`config.mk`:
```
export PLATFORM = sky130hd
export DESIGN_NAME = power_meter
export DESIGN_NICKNAME = d
export VERILOG_FILES = /design/src/source/power_meter_pkg.sv /design/src/source/axis_register.sv /design/src/source/power_square.sv /design/src/source/block_accumulate.sv /design/src/source/power_meter.sv
export VERILOG_INCLUDE_DIRS = /design/src /design/src/source
export SDC_FILE = /design/constraint.sdc
export NUM_CORES = 1
export LEC_CHECK = 0
export BUFFER_PORTS_ARGS = -buffer_cell sky130_fd_sc_hd__buf_2
export CAP_MARGIN = 20
export CORE_UTILIZATION = 55
export CTS_BUF_LIST = sky130_fd_sc_hd__clkbuf_8
export CTS_CLUSTER_DIAMETER = 80
export CTS_CLUSTER_SIZE = 8
export DETAILED_ROUTE_END_ITERATION = 6
export PLACE_DENSITY = 0.76
export SYNTH_ARGS = -nofsm -noshare
export SYNTH_HDL_FRONTEND = slang
export SYNTH_HIERARCHICAL = 1
export SYNTH_SLANG_ARGS = --single-unit
```
`constraint.sdc`:
```
create_clock -name clock -period 5.95 [get_ports clock]
set_input_delay 0.8925 -clock clock [delete_from_list [all_inputs] [get_ports clock]]
set_output_delay 0.8925 -clock clock [all_outputs]
set_load 0.02 [all_outputs]
```
`src/source/power_meter_cfg.svh`:
```
// Build-time widths and block length of the power meter; include before using the types.
`ifndef POWER_METER_CFG_SVH
`define POWER_METER_CFG_SVH

// Width of each signed I and Q part.
`define SAMPLE_WIDTH 12

// Room for I*I + Q*Q, full-scale negative inputs included.
`define POWER_WIDTH (2 * `SAMPLE_WIDTH)

// Samples per block as a power of two; 2 gives blocks of 4.
`define BLOCK_LOG2 2

// A block sum grows by one bit per doubling of the block.
`define SUM_WIDTH (`POWER_WIDTH + `BLOCK_LOG2)

`endif

```
`src/source/power_meter_pkg.sv`:
```
// Payload types of the power meter streams, imported by every stage and the top level.
`include "power_meter_cfg.svh"

package power_meter_pkg;

	// One complex baseband sample.
	typedef struct packed {
		logic signed [`SAMPLE_WIDTH-1:0] i; // In-phase part, upper bits.
		logic signed [`SAMPLE_WIDTH-1:0] q; // Quadrature part.
	} iq_sample_t;

	// Instantaneous power of one sample.
	typedef struct packed {
		logic [`POWER_WIDTH-1:0] value; // Always non-negative.
	} power_t;

	// Power summed over one block.
	typedef struct packed {
		logic [`SUM_WIDTH-1:0] value; // Cannot wrap for any input.
	} block_sum_t;

endpackage

```
`src/source/axis_register.sv`:
```
// Fully registered valid/ready slice with a one-entry skid buffer, for any packed payload type.
`timescale 1ns/1ps

module axis_register #(
	parameter type payload_t = logic [7:0] // Any packed struct or vector.
) (
	input  logic     clock,
	input  logic     resetn,
	input  payload_t idata,
	input  logic     ivalid,
	output logic     iready, // Registered, high while the skid entry is free.
	output payload_t odata,
	output logic     ovalid,
	input  logic     oready
);

	// Flag encoding of the two storage places:
	// iready  & !ovalid  nothing held.
	// iready  &  ovalid  output register full, skid free.
	// !iready &  ovalid  both full, input blocked.
	// !iready & !ovalid  never reached.

	payload_t skid; // Item caught while the output was stalled.
	logic     hold; // Output item stays for another cycle.

	assign hold = ovalid && !oready;

	// Flags only; the data paths below run without reset.
	always_ff @(posedge clock or negedge resetn)
	begin
		if (!resetn)
		begin
			ovalid <= 1'b0;
			iready <= 1'b1; // Empty slice accepts at once.
		end
		else
		begin
			// Output stays full if stalled, if the skid drains into it, or on a new item.
			ovalid <= hold || !iready || ivalid;
			// Blocked only when the output is stuck and a second item is held or arriving.
			iready <= !ovalid || oready || (iready && !ivalid);
		end
	end

	always_ff @(posedge clock)
	begin
		if (!hold)
		begin
			if (iready)
				odata <= idata; // Pass straight through.
			else
				odata <= skid; // Drain the skid entry first.
		end
		if (iready)
			skid <= idata; // Only counts when the output is stalled.
	end

endmodule

```
`src/source/power_square.sv`:
```
// Pipeline stage turning each I/Q sample into its power I*I + Q*Q, one cycle of latency.
`timescale 1ns/1ps

module power_square (
	input  logic                       clock,
	input  logic                       resetn,
	input  power_meter_pkg::iq_sample_t in_data,
	input  logic                       in_valid,
	output logic                       in_ready,
	output power_meter_pkg::power_t    out_data,
	output logic                       out_valid,
	input  logic                       out_ready
);

	import power_meter_pkg::*;

	localparam int POWER_WIDTH = $bits(power_t);

	logic signed [POWER_WIDTH-1:0] i_sq;   // I squared, sign-extended product.
	logic signed [POWER_WIDTH-1:0] q_sq;   // Q squared.
	logic        [POWER_WIDTH-1:0] sum_sq; // Their sum, non-negative.
	logic                          accept; // Sample taken this edge.

	// Full-width signed products so -2048 squares without overflow.
	assign i_sq = $signed(in_data.i) * $signed(in_data.i);
	assign q_sq = $signed(in_data.q) * $signed(in_data.q);

	// Each square is at most 2^(2W-2), so the sum fits unsigned in 2W bits.
	assign sum_sq = $unsigned(i_sq) + $unsigned(q_sq);

	// Room when the result register is empty or drains on this edge.
	assign in_ready = !out_valid || out_ready; // Combinational from downstream.
	assign accept   = in_valid && in_ready;

	always_ff @(posedge clock or negedge resetn)
	begin
		if (!resetn)
			out_valid <= 1'b0;
		else if (accept)
			out_valid <= 1'b1; // New result replaces or fills the register.
		else if (out_ready)
			out_valid <= 1'b0; // Result left, nothing behind it.
	end

	// Result register carries no reset.
	always_ff @(posedge clock)
	begin
		if (accept)
			out_data.value <= sum_sq;
	end

endmodule

```
`src/source/block_accumulate.sv`:
```
// Pipeline stage summing each block of powers into one block-sum word on its output stream.
`timescale 1ns/1ps

module block_accumulate (
	input  logic                        clock,
	input  logic                        resetn,
	input  power_meter_pkg::power_t     in_data,
	input  logic                        in_valid,
	output logic                        in_ready,
	output power_meter_pkg::block_sum_t out_data,
	output logic                        out_valid,
	input  logic                        out_ready
);

	import power_meter_pkg::*;

	localparam int SUM_WIDTH  = $bits(block_sum_t);
	localparam int BLOCK_LOG2 = SUM_WIDTH - $bits(power_t); // Growth bits equal block log2.

	logic [BLOCK_LOG2-1:0] count;    // Position of the next power within the block.
	logic [SUM_WIDTH-1:0]  acc;      // Running sum of the current block.
	logic [SUM_WIDTH-1:0]  base;     // What the next power is added to.
	logic [SUM_WIDTH-1:0]  in_wide;  // Incoming power, zero-extended.
	logic                  done;     // acc holds a finished block awaiting output.
	logic                  out_free; // Output register empty or draining now.
	logic                  accept;   // Power taken this edge.
	logic                  last;     // Next power closes the block.

	assign out_free = !out_valid || out_ready;
	assign in_ready = out_free; // Waits only while the output is still full.
	assign accept   = in_valid && in_ready;
	assign last     = &count;
	assign in_wide  = {{BLOCK_LOG2{1'b0}}, in_data.value};

	// A finished block leaves acc on this edge, so a new block starts from zero.
	assign base = done ? '0 : acc;

	always_ff @(posedge clock or negedge resetn)
	begin
		if (!resetn)
		begin
			count     <= '0;
			acc       <= '0;
			done      <= 1'b0;
			out_valid <= 1'b0;
		end
		else
		begin
			if (accept)
			begin
				count <= count + 1'b1; // Wraps to zero after the last power.
				acc   <= base + in_wide;
			end
			else if (done && out_free)
				acc <= '0; // Block moved out, idle restart.

			// Finished sum waits one cycle in acc, then moves to the output.
			if (accept && last)
				done <= 1'b1;
			else if (out_free)
				done <= 1'b0;

			if (done && out_free)
				out_valid <= 1'b1;
			else if (out_ready)
				out_valid <= 1'b0;
		end
	end

	// Output word itself carries no reset.
	always_ff @(posedge clock)
	begin
		if (done && out_free)
			out_data.value <= acc;
	end

endmodule

```
`src/source/power_meter.sv`:
```
// Top level of the streaming power meter: I/Q samples in, one power sum per block out.
`timescale 1ns/1ps

module power_meter (
	input  logic                        clock,
	input  logic                        resetn,
	input  power_meter_pkg::iq_sample_t in_data,
	input  logic                        in_valid,
	output logic                        in_ready,
	output power_meter_pkg::block_sum_t out_data,
	output logic                        out_valid,
	input  logic                        out_ready
);

	import power_meter_pkg::*;

	iq_sample_t sq_data;  // Slice to squarer.
	logic       sq_valid;
	logic       sq_ready;
	power_t     pw_data;  // Squarer to power slice.
	logic       pw_valid;
	logic       pw_ready;
	power_t     acc_data; // Power slice to accumulator.
	logic       acc_valid;
	logic       acc_ready;

	// Registers the input ready so the squarer's ready path stays inside.
	axis_register #(
		.payload_t(iq_sample_t)
	) slice_in (
		.clock (clock),
		.resetn(resetn),
		.idata (in_data),
		.ivalid(in_valid),
		.iready(in_ready),
		.odata (sq_data),
		.ovalid(sq_valid),
		.oready(sq_ready)
	);

	power_square power_square_inst (
		.clock    (clock),
		.resetn   (resetn),
		.in_data  (sq_data),
		.in_valid (sq_valid),
		.in_ready (sq_ready),
		.out_data (pw_data),
		.out_valid(pw_valid),
		.out_ready(pw_ready)
	);

	// Breaks the ready chain between squarer and accumulator.
	axis_register #(
		.payload_t(power_t)
	) slice_power (
		.clock (clock),
		.resetn(resetn),
		.idata (pw_data),
		.ivalid(pw_valid),
		.iready(pw_ready),
		.odata (acc_data),
		.ovalid(acc_valid),
		.oready(acc_ready)
	);

	block_accumulate block_accumulate_inst (
		.clock    (clock),
		.resetn   (resetn),
		.in_data  (acc_data),
		.in_valid (acc_valid),
		.in_ready (acc_ready),
		.out_data (out_data),
		.out_valid(out_valid),
		.out_ready(out_ready)
	);

endmodule

```
## After elaboration in Yosys (flattened, before gate mapping)

Index checks and enable logic that the tools add are counted.

- Reduce and logical (&&, ||, !) cells: 32
- Multipliers: 2
- Add/subtract/negate cells: 3
- Multiplexer cells: 11

Operator list:

| cell | count |
|---|---|
| $mux 26 | 3 |
| $mul 12x12->24 | 2 |
| $mux 24 | 2 |
| $add 26x24->26 | 1 |
| $add 24x24->24 | 1 |
| $logic_or 1x1->1 | 10 |
| $logic_not 1->1 | 9 |
| $logic_and 1x1->1 | 8 |
| $reduce_bool 2->1 | 4 |
| $mux 1 | 6 |
| $add 2x1->2 const B | 1 |
| $reduce_and 2->1 | 1 |

- Register bits after elaboration: 181
- Input port bits: 28

## Longest topological paths before layout

- Word-level depth: 6
- Mapped depth: 25
- Gate-level depth less buffers: 23

## Hierarchy

The synthesis kept the hierarchy.

Modules (own cells, without submodules):

| module | times used | cells an instance | seq. area each (um2) | area an instance (um2) |
|---|---|---|---|---|
| power_square | 1 | 1061 | 745.7 | 10666.5 |
| block_accumulate | 1 | 346 | 1531.5 | 3388.2 |
| axis_register | 2 | 81 | 1252.5 | 1674.1 |

## Worst setup path before layout

Ideal clock, no wire load.

- Path kind: reg2reg
- Start: register slice_in/odata[11] (netlist name)
- End: register power_square_inst/out_data[23] (netlist name), data pin
- Required time: 5.690 ns
- Cell stages (with the launch flop): 22
- Slack: -0.624 ns
- Arrival: 6.314 ns
- Setup time: 0.260 ns
- Path buffers: 2
- Cells stage by stage: edfxtp_1 clkbuf_1 clkbuf_1 nand2_1 fa_1 inv_1 fa_1 fa_1 fa_1 fa_1 fa_1 inv_1 fa_1 inv_1 ha_1 o21ai_0 nor2_1 a221oi_2 a211oi_2 a211o_1 a21oi_2 xnor2_1

- Longest elaborated chain between the ends: 2

Ends and longest elaborated chain:

| what | RTL line | source |
|---|---|---|
| start, declared | axis_register.sv:12 | `output payload_t odata,` |
| start signal, assigned | axis_register.sv:50 | `odata <= idata;` |
| start signal, assigned | axis_register.sv:52 | `odata <= skid;` |
| $mul 12x12->24 | power_square.sv:26 | `assign q_sq = $signed(in_data.q) * $signed(in_data.q);` |
| $add 24x24->24 | power_square.sv:29 | `assign sum_sq = $unsigned(i_sq) + $unsigned(q_sq);` |
| via power_square_inst.sum_sq[23] | power_square.sv:21 | `logic [POWER_WIDTH-1:0] sum_sq;` |
| end, declared | power_square.sv:10 | `output power_meter_pkg::power_t out_data,` |

The timed path passes the listed nets, and every way through them passes these cells.
A chain may end at the register's enable or synchronous reset.

## Worst setup path after layout

- Start: register slice_in/odata[20] (netlist name)
- End: register power_square_inst/out_data[22] (netlist name), data pin

- Longest elaborated chain between the ends: 2

Ends and longest elaborated chain:

| what | RTL line | source |
|---|---|---|
| $mul 12x12->24 | power_square.sv:25 | `assign i_sq = $signed(in_data.i) * $signed(in_data.i);` |
| $add 24x24->24 | power_square.sv:29 |  |
| via power_square_inst.sum_sq[22] | power_square.sv:21 |  |

The timed path passes the listed nets, and every way through them passes these cells.

==> results.sh <==
export IMPL_finalWorstSetupSlack_ns=-0.395
export IMPL_clock_sink_count=181
export IMPL_wire_per_inst_um=16.7
export IMPL_final_seq_area_um2=4780
export IMPL_dr_total_vias=11300
export IMPL_post_cts_hold_buffer_count=0
export IMPL_coreArea_um2=30800
export IMPL_yosys_area_top_type="sky130_fd_sc_hd__fa_1"
export IMPL_i_o_pins=56
export IMPL_drc=8
export IMPL_grt_overflow_total=0
export IMPL_synth_edf_count=98
export IMPL_synth_cells_most_frequent="sky130_fd_sc_hd__inv_1 (356), sky130_fd_sc_hd__fa_1 (280), sky130_fd_sc_hd__ha_1 (123)"
export IMPL_synth_area_leaders="sky130_fd_sc_hd__fa_1 (32%), sky130_fd_sc_hd__edfxtp_1 (17%), sky130_fd_sc_hd__ha_1 (8.8%)"
export IMPL_tritoncts="yes"
export IMPL_start_util_pct=56.4
export IMPL_nNetsFinal=2230
export IMPL_violations="DRC, setup timing"
export IMPL_setup_violations=12
export IMPL_dominant_register_cell_in_the_synthesized_netlist="sky130_fd_sc_hd__edfxtp_1"
export IMPL_synth_top_cell_area_share_pct=32.2
export IMPL_timing_setup_critical_path_class="reg -> reg"
export IMPL_relSlewSlack_pct=35.4
export IMPL_synth_sequential_area_ratio_pct=27.5
export IMPL_synth_cell_type_count=63
export IMPL_critPathLaunchType="register"
export IMPL_gp_routability_congestion=0.924
export IMPL_io_buffers=55
export IMPL_required_ns=6.22
export IMPL_ys_async_sr_fraction_pct=19.3
export IMPL_post_route_min_period_ns=6.35
export IMPL_rsz0062_at_grt="true"
export IMPL_timing_max_transition_violations_final=0
export IMPL_critical_path_max_fanout=3
export IMPL_row_count=64
export IMPL_layout_cells_sized_above_1_pct=24.8
export IMPL_grt_max_degree=36
export IMPL_synth_register_bits=181
export IMPL_timing_critical_path_to_type="register"
export IMPL_chipWidth_um=180
export IMPL_fmax_mhz=158
export IMPL_finalHoldViolCount=0
export IMPL_grt_pass1_vias=12500
export IMPL_grt_use_met3_pct=3.71
export IMPL_max_slew_worst_pin_slew_ns=0.969
export IMPL_initial_drt_markers=637
export IMPL_insertedDiodeCount=0
export IMPL_clock_input_transition_at_the_sequential_cells_of_the_worst_setup_and_hold_paths_ns=0.12
export IMPL_drt_pass1_iterations=7
export IMPL_cp_arrival_ns=6.62
export IMPL_half_perimeter_wire_length_of_the_detailed_placement_result_um=29600
export IMPL_htree_num_levels=4
export IMPL_outcome="finished with violations"
export IMPL_multi_input_area_um2=11400
export IMPL_drtAntennaViolNets=0
export IMPL_timing_reg2reg_setup_slack_ns=-0.40
export IMPL_fin_crit_sh_pct=107
export IMPL_fin_worst_skew_ns=0.0218
export IMPL_grt_use_total_pct=24.1
export IMPL_post_route_cell_area_um2=20300
export IMPL_synthesis_area_per_instance_um2=11.1
export IMPL_synth_cell_area_um2=17400
export IMPL_synth_net_count=2000
export IMPL_cts_root_buffer="sky130_fd_sc_hd__clkbuf_8"
export IMPL_clkLatencyLatePin_ns=0.51
export IMPL_grt_antenna_before_repair=0
export IMPL_fill_cells=2282
export IMPL_maxCapViolations=0
export IMPL_globalRouteMet1Util_pct=31.1
export IMPL_routed_wl_um=37000
export IMPL_cts_root_to_sink_buffers=2
export IMPL_cts_buffers=17
export IMPL_dpl_instance_area_um2=19300
export IMPL_number_of_cells_produced_by_synthesis=1569
export IMPL_layout_area_overhead_vs_synth_pct=16.9
export IMPL_floorplan_die_height_um=180
export IMPL_grt_first_pass_wirelength_um=61400
export IMPL_groute_layer_met2_usage_pct=41.3
export IMPL_vias_per_cell=5.13
export IMPL_die_area_um2=32400
export IMPL_grt_busiest_layer="met2"
export IMPL_synth_most_common_cell="sky130_fd_sc_hd__inv_1"
export IMPL_ys_warn_count=6
export IMPL_worstHoldPathType="in -> async"
-- path summary, 6_finish.rpt --
| kind | cells past startpoint | to | from |
|---|---|---|---|
| worst max-delay path | 21 | power_square_inst/out_data[22]$_DFFE_PP_ | slice_in/odata[20]$_DFFE_PN_ |
| worst min-delay path | 1 | block_accumulate_inst/acc[1]$_DFFE_PN0P_ | resetn |
| worst max register to register | 21 | power_square_inst/out_data[22]$_DFFE_PP_ | slice_in/odata[20]$_DFFE_PN_ |
| worst min register to register | 1 | slice_power/skid[10]$_DFF_P_ | slice_power/skid[10]$_DFF_P_ |
| max in group asynchronous | 1 | block_accumulate_inst/acc[24]$_DFFE_PN0P_ | resetn |
| min in group clock | 1 | slice_power/skid[10]$_DFF_P_ | slice_power/skid[10]$_DFF_P_ |
-- metal layers --
layer	share of wire [%]	vias to the layer above	wire length [um]
li1	-	5350	-
met1	43	5653	15900
met2	50	250	18400
met3	3.9	78	1450
met4	3.2	0	1180
met5	0	-	0
-- logic make-up after synthesis --
group | synth area share, %
fa+ha+maj | 41.1
mux | 4.08
simple gates | 8.95
flops | 27.5
compound gates | 6.38
buf+inv | 9.09
xor+xnor | 2.97
-- area by class of cell --
type | instances | share of cell area (%)
Clock buffer | 17 | 1.15
Clock inverter | 15 | 0.978
Inverter | 356 | 6.58
Multi-Input combinational cell | 988 | 56.2
Sequential cell | 181 | 23.5
Tap cell | 396 | 2.44
Timing Repair Buffer | 255 | 9.09
-- sequential cells by signal, summed over array words and instances, names as in the netlist --
| name | cells |
|---|---|
| slice_in/iready | 1 |
| block_accumulate_inst/out_data | 26 |
| slice_in/ovalid | 1 |
| block_accumulate_inst/acc | 26 |
| block_accumulate_inst/out_valid | 1 |
| slice_power/ovalid | 1 |
| slice_power/odata | 24 |
| slice_power/iready | 1 |
| block_accumulate_inst/count | 2 |
| slice_in/odata | 24 |
| block_accumulate_inst/done | 1 |
| slice_power/skid | 24 |
| power_square_inst/out_valid | 1 |
| slice_in/skid | 24 |
| power_square_inst/out_data | 24 |
-- through the flow --
| step | hold WS [ns] | setup WS [ns] | util [%] | setup TNS (ns) | instances |
|---|---|---|---|---|---|
| detailed placement | 0.453 | -0.416 | 62.4 | -3.37 | 2139 |
| floorplan | 0.439 | -0.164 | - | -0.328 | 1569 |
| CTS | 0.481 | -0.305 | 64.8 | -1.77 | 2183 |
| finish | 0.464 | -0.395 | 66.0 | -2.92 | 2208 |
| global route | 0.489 | -0.591 | 66.0 | -4.97 | 2208 |
| global placement | 0.451 | -0.363 | 62.4 | -2.46 | 2139 |
-- worst max-delay path, stage by stage (launching register included) --
cell and delay (ns):
sky130_fd_sc_hd__edfxtp_1 0.44, sky130_fd_sc_hd__buf_6 0.15, sky130_fd_sc_hd__and2_4 0.15, sky130_fd_sc_hd__fa_1 0.49
sky130_fd_sc_hd__inv_1 0.06, sky130_fd_sc_hd__fa_1 0.48, sky130_fd_sc_hd__fa_2 0.60, sky130_fd_sc_hd__inv_2 0.04
sky130_fd_sc_hd__fa_1 0.51, sky130_fd_sc_hd__inv_2 0.04, sky130_fd_sc_hd__fa_1 0.57, sky130_fd_sc_hd__fa_2 0.45
sky130_fd_sc_hd__fa_1 0.55, sky130_fd_sc_hd__inv_2 0.06, sky130_fd_sc_hd__ha_4 0.23, sky130_fd_sc_hd__o21a_1 0.22
sky130_fd_sc_hd__nor2_2 0.19, sky130_fd_sc_hd__nor2_2 0.07, sky130_fd_sc_hd__a221oi_2 0.25, sky130_fd_sc_hd__o21a_1 0.22
sky130_fd_sc_hd__o21ai_2 0.08, sky130_fd_sc_hd__a211o_1 0.25
-- cells in the final DEF, fill, tap and decap left out, types with 13 or more instances in the layout --
master,synthesis,layout
sky130_fd_sc_hd__inv_2,0,25
sky130_fd_sc_hd__dfrtp_1,33,33
sky130_fd_sc_hd__clkbuf_8,0,17
sky130_fd_sc_hd__nand2b_1,19,19
sky130_fd_sc_hd__buf_4,0,181
sky130_fd_sc_hd__nor2_1,37,26
sky130_fd_sc_hd__mux2_4,40,40
sky130_fd_sc_hd__o21ai_0,36,30
sky130_fd_sc_hd__edfxtp_1,98,98
sky130_fd_sc_hd__dfxtp_1,48,48
sky130_fd_sc_hd__ha_1,123,112
sky130_fd_sc_hd__nor2b_1,38,35
sky130_fd_sc_hd__xnor2_1,40,40
sky130_fd_sc_hd__a21oi_1,37,34
sky130_fd_sc_hd__fa_1,280,268
sky130_fd_sc_hd__a21o_1,19,19
sky130_fd_sc_hd__and2_1,60,47
sky130_fd_sc_hd__nand2_1,115,105
sky130_fd_sc_hd__xor2_1,19,19
sky130_fd_sc_hd__and2_4,0,13
sky130_fd_sc_hd__inv_1,356,330
sky130_fd_sc_hd__buf_2,0,55
sky130_fd_sc_hd__buf_6,2,16
-- repair_timing --
| action | in CTS | in global routing |
|---|---|---|
| pin swaps | 27 | 46 |
| hold endpoints to repair | 0 | 0 |
| resized for setup | 55 | 61 |
| buffers inserted | 14 | 23 |
| setup endpoints to repair | 13 | 14 |
Power is not shown: default switching activity piles up to over one toggle a cycle in this logic, so the estimate is an artifact.
